**src/rtl/cache_pkg.sv**
```systemverilog
// words and addresses are 32 bits, associativity is fixed at two and accesses are whole words only
`default_nettype none

package cache_pkg;

    // data and address words
    typedef logic [31:0] word_t;
    typedef logic [31:0] addr_t;

    localparam int WORD_BYTES = 4;  // no byte enables
    localparam int ASSOC = 2;  // the replacement table assumes two ways

    // way index, one bit for two ways
    typedef logic way_t;

    // controller states
    typedef enum logic [2:0] {
        IDLE,
        LOOKUP,
        WRITE_BACK,  // dirty victim goes out word by word
        FETCH,
        BYPASS,  // non-cacheable single word
        CLEAR_WALK,
        FLUSH_WALK,
        FLUSH_WRITE
    } cache_state_t;

endpackage

`default_nettype wire

```
**src/rtl/lru_table.sv**
```systemverilog
// two ways only; N_SETS must be a power of two and at least two, and clear must not meet a touch
`default_nettype none

module lru_table #(
    parameter int N_SETS = 32,
    localparam int SET_BITS = $clog2(N_SETS)
) (
    input  logic                CLK,
    input  logic                nRST,
    input  logic                touch_valid,
    input  logic                lru_clear,
    input  logic [SET_BITS-1:0] touch_set,
    input  logic [SET_BITS-1:0] lookup_set,
    input  cache_pkg::way_t     touch_way,
    output cache_pkg::way_t     lru_way
);

    import cache_pkg::*;

    way_t mru_q [N_SETS];  // most recently used way of each set

    always_ff @(posedge CLK or negedge nRST) begin
        if (!nRST) begin
            for (int s = 0; s < N_SETS; s++) begin
                mru_q[s] <= '0;
            end
        end else if (lru_clear) begin
            for (int s = 0; s < N_SETS; s++) begin
                mru_q[s] <= '0;
            end
        end else if (touch_valid) begin
            mru_q[touch_set] <= touch_way;
        end
    end

    // with two ways the victim is simply the other one
    assign lru_way = way_t'(~mru_q[lookup_set]);

    // the cache only clears the table at the end of a maintenance walk
    a_no_touch_on_clear: assert property (
        @(posedge CLK) disable iff (!nRST) !(touch_valid && lru_clear)
    );

endmodule

`default_nettype wire

```
**config.mk**
```make
export PLATFORM = sky130hd
export DESIGN_NAME = lru_table
export DESIGN_NICKNAME = d
export VERILOG_FILES = /design/src/rtl/cache_pkg.sv /design/src/rtl/lru_table.sv
export SDC_FILE = /design/constraint.sdc
export NUM_CORES = 1
export LEC_CHECK = 0
export ABC_AREA = 1
export CAP_MARGIN = 20
export CORE_UTILIZATION = 50
export CTS_BUF_LIST = sky130_fd_sc_hd__clkbuf_16
export DETAILED_ROUTE_END_ITERATION = 6
export DONT_BUFFER_PORTS = 1
export PLACE_DENSITY = 0.73
export SYNTH_ARGS = -nofsm -noshare
export SYNTH_HDL_FRONTEND = slang
export SYNTH_SLANG_ARGS = --single-unit
```
**constraint.sdc**
```tcl
create_clock -name CLK -period 1.2 [get_ports CLK]
set_clock_uncertainty 0.15 [all_clocks]
set_input_delay 0.24 -clock CLK [delete_from_list [all_inputs] [get_ports CLK]]
set_output_delay 0.24 -clock CLK [all_outputs]
set_load 0.03 [all_outputs]
```
Yosys cells after proc, flatten, opt, wreduce, memory -nomap -nowiden

Index checks and enable logic that the tools add are counted.

Register bits after elaboration: 32
Input bits: 15
Output and inout port bits: 1
Logic and storage cells: 48

$lt $le $gt $ge: 3
Muxes and demuxes: 8
Bitwise logic cells: 3
Reductions and logical operators: 2

Operators with widths:

| operator                                                    | number |
|---|---|
| two-way mux 32 bit                                          | 2 |
| bitwise mux 32 bit                                          | 1 |
| greater-or-equal comparator 6 bit (second input constant)   | 2 |
| inverter 5 -> 6 bit                                         | 2 |
| less-than comparator 6 x 1 -> 1 bit (second input constant) | 1 |
| binary-select mux 1 bit (select 5 bit)                      | 1 |
| demux 1 bit (select 5 bit)                                  | 1 |
| two-way mux 1 bit                                           | 3 |
| nonzero test 2 bit                                          | 1 |
| logical AND 1 bit                                           | 1 |
| inverter 1 bit                                              | 1 |

Logic depth before layout (Yosys ltp)

Depth in word-level cells: 8
Mapped depth: 10

Worst setup path before layout

Ideal clock, no wire load.

Path kind: input to output
From: in lookup_set[0]
To: out lru_way
Arrival: 1.075 ns
Required time: 0.810 ns
Path slack: -0.265 ns
Stages on the path: 9
Buffers on the path: 2
Path through: buf_6 buf_4 nand2_1 nand3_1 nand3_1 nand3_1 nand2_1 nand2_1 nand2_1

Word-level cells in the longest chain between the ends: 5

RTL lines:

| element                                              | line            | source |
|---|---|---|
| start: declaration                                   | lru_table.sv:13 | `input logic [SET_BITS-1:0] lookup_set,` |
| inverter 5 -> 6 bit (implied by the code)            | lru_table.sv:37 | `assign lru_way = way_t'(~mru_q[lookup_set]);` |
| binary-select mux 1 bit (select 5 bit)               | lru_table.sv:37 |  |
| two-way mux 1 bit (implied by the code) (2 in a row) | lru_table.sv:37 |  |
| inverter 1 bit                                       | lru_table.sv:37 |  |
| end: declaration                                     | lru_table.sv:15 | `output cache_pkg::way_t lru_way` |

No other way between the ends. The select of a mux whose other input is x is not followed.

Final worst setup path

From: reg mru_q[8] (netlist bit)
To: out lru_way

Word-level cells in the longest chain between the ends: 4

RTL lines:

| element                                              | line            | source |
|---|---|---|
| start: declaration                                   | lru_table.sv:20 | `way_t mru_q [N_SETS];` |
| start signal: indexed assignment                     | lru_table.sv:32 | `mru_q[touch_set] <= touch_way;` |
| binary-select mux 1 bit (select 5 bit)               | lru_table.sv:37 |  |
| two-way mux 1 bit (implied by the code) (2 in a row) | lru_table.sv:37 |  |
| inverter 1 bit                                       | lru_table.sv:37 |  |

No other way between the ends. The select of a mux whose other input is x is not followed.

==> out/qor.csv <==
stage;metric;value;unit
cts;clock tree from TritonCTS;done;
timing;endpoints failing hold;0;
cts;post-cts gate resize count;0;
run_status;violated checks;setup timing;
routing;antenna-violating nets left;0;
cts;htree depth;2;
setup_path;Largest delay share family, worst path;simple AND/OR/NAND/NOR gates;
timing;worst setup margin;-0.431;ns
routing;routed vias/inst;5.21;
layout;max FFs per register;32;
timing;Slew @ Worst Pin;0.400;ns
run_status;status;complete, but fails checks;
timing;Peak Freq;613;MHz
setup_path;WP buf/inv;0;
synth;register area share after synthesis;42.2;%
timing;Pins Over Slew Limit;0;
routing;number of DRC violations after detailed-routing iteration 0;129;
placement;# placed instances;329;
layout;largest register by flop count;mru_q;
cts;CTS sink count;32;
routing;1st-pass router iterations;4;
setup_path;worst path required time;0.81;ns
routing;Total Routed Length;4.57;mm
setup_path;number of cell instances on the worst register-to-register path;6;
power;Leak;1.31;nW
synth;synthesized area per cell;6.82;um^2
floorplan;num rows;22;
setup_path;Critical Path Source;mru_q[8]$_DFFE_PN0P_;
layout;post-layout instance count excluding filler cells;341;
setup_path;number of stages on the worst setup path;7;
layout;top flop regs;mru_q x32;
setup_path;Worst R2R Setup Slack;0.15;ns
global_route;maximum number of pins on one net before global-route repair;33;
synth;Yosys reg bits;32;
floorplan;area of the placeable core;3660;um^2
floorplan;die height;63.6;um
placement;standard cell area after detailed placement;2010;um^2
timing;tightest slew margin relative to the limit;73.3;%
floorplan;Die Outline Area;4040;um^2
synth;cell count after synthesis;278;
timing;final worst path period need;1.63;ns
cts;Bufs on Longest Clock Path;2;
layout;commonest cells after routing, fill and taps aside;sky130_fd_sc_hd__nand2_1 (97), sky130_fd_sc_hd__nand3_1 (39), sky130_fd_sc_hd__inv_1 (33);
setup_path;data arrival time of the worst path;1.24;ns
setup_path;cell with the most instances on the worst path;sky130_fd_sc_hd__nand3_1;
routing;via count;1777;
synth;nets in the synthesized netlist;293;
run;max_cap viols;0;
setup_path;Setup CP Type;register to output port;
setup_path;critical path startpoint category;register;
global_route;antenna violations before repair;0;
floorplan;number of ports placed on the die boundary;16;
routing;routed length per instance;13.4;um
layout;antenna cells;0;
placement;number of input and output port buffers inserted;0;
floorplan;initial cell density of the core;51.8;%
global_route;global-route wire length before repair;7.99;mm
layout;post-layout net count;307;
cts;buffer type at the clock tree root;sky130_fd_sc_hd__clkbuf_16;
setup_path;CP Cell Sequence;nand2_1 -> nand3_1 -> nand3_1 -> nand3_1 -> nand2_1 -> nand2_2 -> nand2_4;
timing;crit share post-route;136;%
setup_path;maximum net fanout on the critical path;2;
power;peak supply drop;0.948;mV
power;areal power density over the cells;1170;nW/um^2
placement;worst setup slack before clock tree synthesis;-0.158;ns
timing;total negative setup slack;-0.431;ns
timing;RSZ-0062 raised after global routing;yes;
worst_hold_path;Worst Hold Launch;touch_set[4];
synth;post-synthesis cell type count;15;
synth;Post-Syn Area;1900;um^2
setup_path;critical path capture point type;output port;
layout;layout overhead on the synthesized area;15.9;%
global_route;number of global-route vias before repair;1665;
global_route;Overall Global Routing Usage;26.5;%
timing;final number of setup-violating endpoints;1;
setup_path;largest stage delay on the critical path;0.39;ns
setup_path;cell with the biggest individual delay on the critical path;sky130_fd_sc_hd__dfrtp_1;
synth;Yosys Warn Count;0;
floorplan;horizontal extent of the die;63.6;um
layout;most frequent standard cell in the layout excluding fill and tap cells;sky130_fd_sc_hd__nand2_1;
layout;post-route cell area;2200;um^2
cts;Skew-Pair Late Insertion Delay;0.27;ns
placement;placed wire-length estimate;3.02;mm
cts;clk slew on worst S/H paths;0.05;ns
power;Power, Total;2.56;mW
layout;fraction of final layout cells with drive strength greater than 1;15.0;%
setup_path;end point of the critical path;lru_way;
routing;drt drc;0;
worst_hold_path;Hold Path Class;primary input to register;
setup_path;Critical R2R Capture;mru_q[16]$_DFFE_PN0P_;
setup_path;startpoint of the lowest-slack register-to-register path;mru_q[16]$_DFFE_PN0P_;
placement;last weighted congestion value of the routability-driven placer;0.781;
cts;number of CTS-inserted buffers;5;
global_route;total overflow reported by the global router;0;
## metrics by stage
stage	hold slack, ns	util, %
3_5_place_dp	-0.205	55.0
4_1_cts	0.105	60.0
3_3_place_gp	-0.205	55.0
2_1_floorplan	-0.206	-
5_1_grt	0.146	60.0
6_report	0.116	60.0
## where the power goes
part	total (mW)	switching (mW)	leakage, nW	internal [mW]
combinational	0.278	0.185	0.797	0.0933
clock	1.17	0.422	0.0738	0.744
sequential	1.12	0.0125	0.443	1.10
total	2.56	0.620	1.31	1.94
## worst reg2reg max path, stage by stage (launching register included)
cell and delay (ns):
sky130_fd_sc_hd__dfrtp_1 0.32, sky130_fd_sc_hd__inv_1 0.05, sky130_fd_sc_hd__buf_4 0.12, sky130_fd_sc_hd__buf_4 0.12, sky130_fd_sc_hd__o21ai_1 0.10, sky130_fd_sc_hd__o21ai_1 0.07
sky130_fd_sc_hd__inv_1 0.06
## cell families (layout without fill, tap and decap cells)
logic type             Yosys count  after routing  share of synthesized area [%]
buffers and inverters           61             76                           13.5
DFF                             32             32                           42.2
and+or+nand+nor                141            141                           30.7
AOI/OAI and AO/OA               44             44                           13.6
## routing by layer
metal / vias up / routed length [um] / GRT usage, %
met5: - / 0 / 0
met4: 0 / 42 / 8.81
met3: 5 / 311 / 6.16
met2: 52 / 2120 / 39.6
met1: 803 / 2090 / 37.5
li1: 917 / - / -
## cell usage after synthesis (all sizes together)
cell	number	area [um^2]
a22oi	10	75.1
nand3	39	195
inv	49	186
o21ai	24	120
nand2	102	388
clkinv	1	3.75
buf	7	50.1
dfrtp	32	801
a31oi	10	62.6
clkbuf	4	15.0
## what timing repair did
item | in CTS | in global routing
endpoints found under the setup margin | 1 | 1
pin swaps | 11 | 0
setup buffers | 1 | 0
endpoints found under the hold margin | 34 | 0
hold buffers | 3 | 0
## worst min path at each step
stage	slack (ns)	cells after the start	endpoint
5_1_grt	0.15	3	mru_q[14]$_DFFE_PN0P_
6_report	0.12	3	mru_q[14]$_DFFE_PN0P_
4_1_cts	0.10	3	mru_q[14]$_DFFE_PN0P_
2_1_floorplan	-0.21	0	mru_q[0]$_DFFE_PN0P_
3_3_place_gp	-0.20	0	mru_q[28]$_DFFE_PN0P_
3_5_place_dp	-0.21	0	mru_q[28]$_DFFE_PN0P_
## final cells by class
class,count,area [um^2]
fillers,349,1460
multi-input cells,185,853
flip-flops and latches,32,801
inverters,50,195
repair buffers,18,153
clock buffers,5,125
well taps,48,60.1
clock inverters,3,11.3
(Power assumes the default switching activity.)
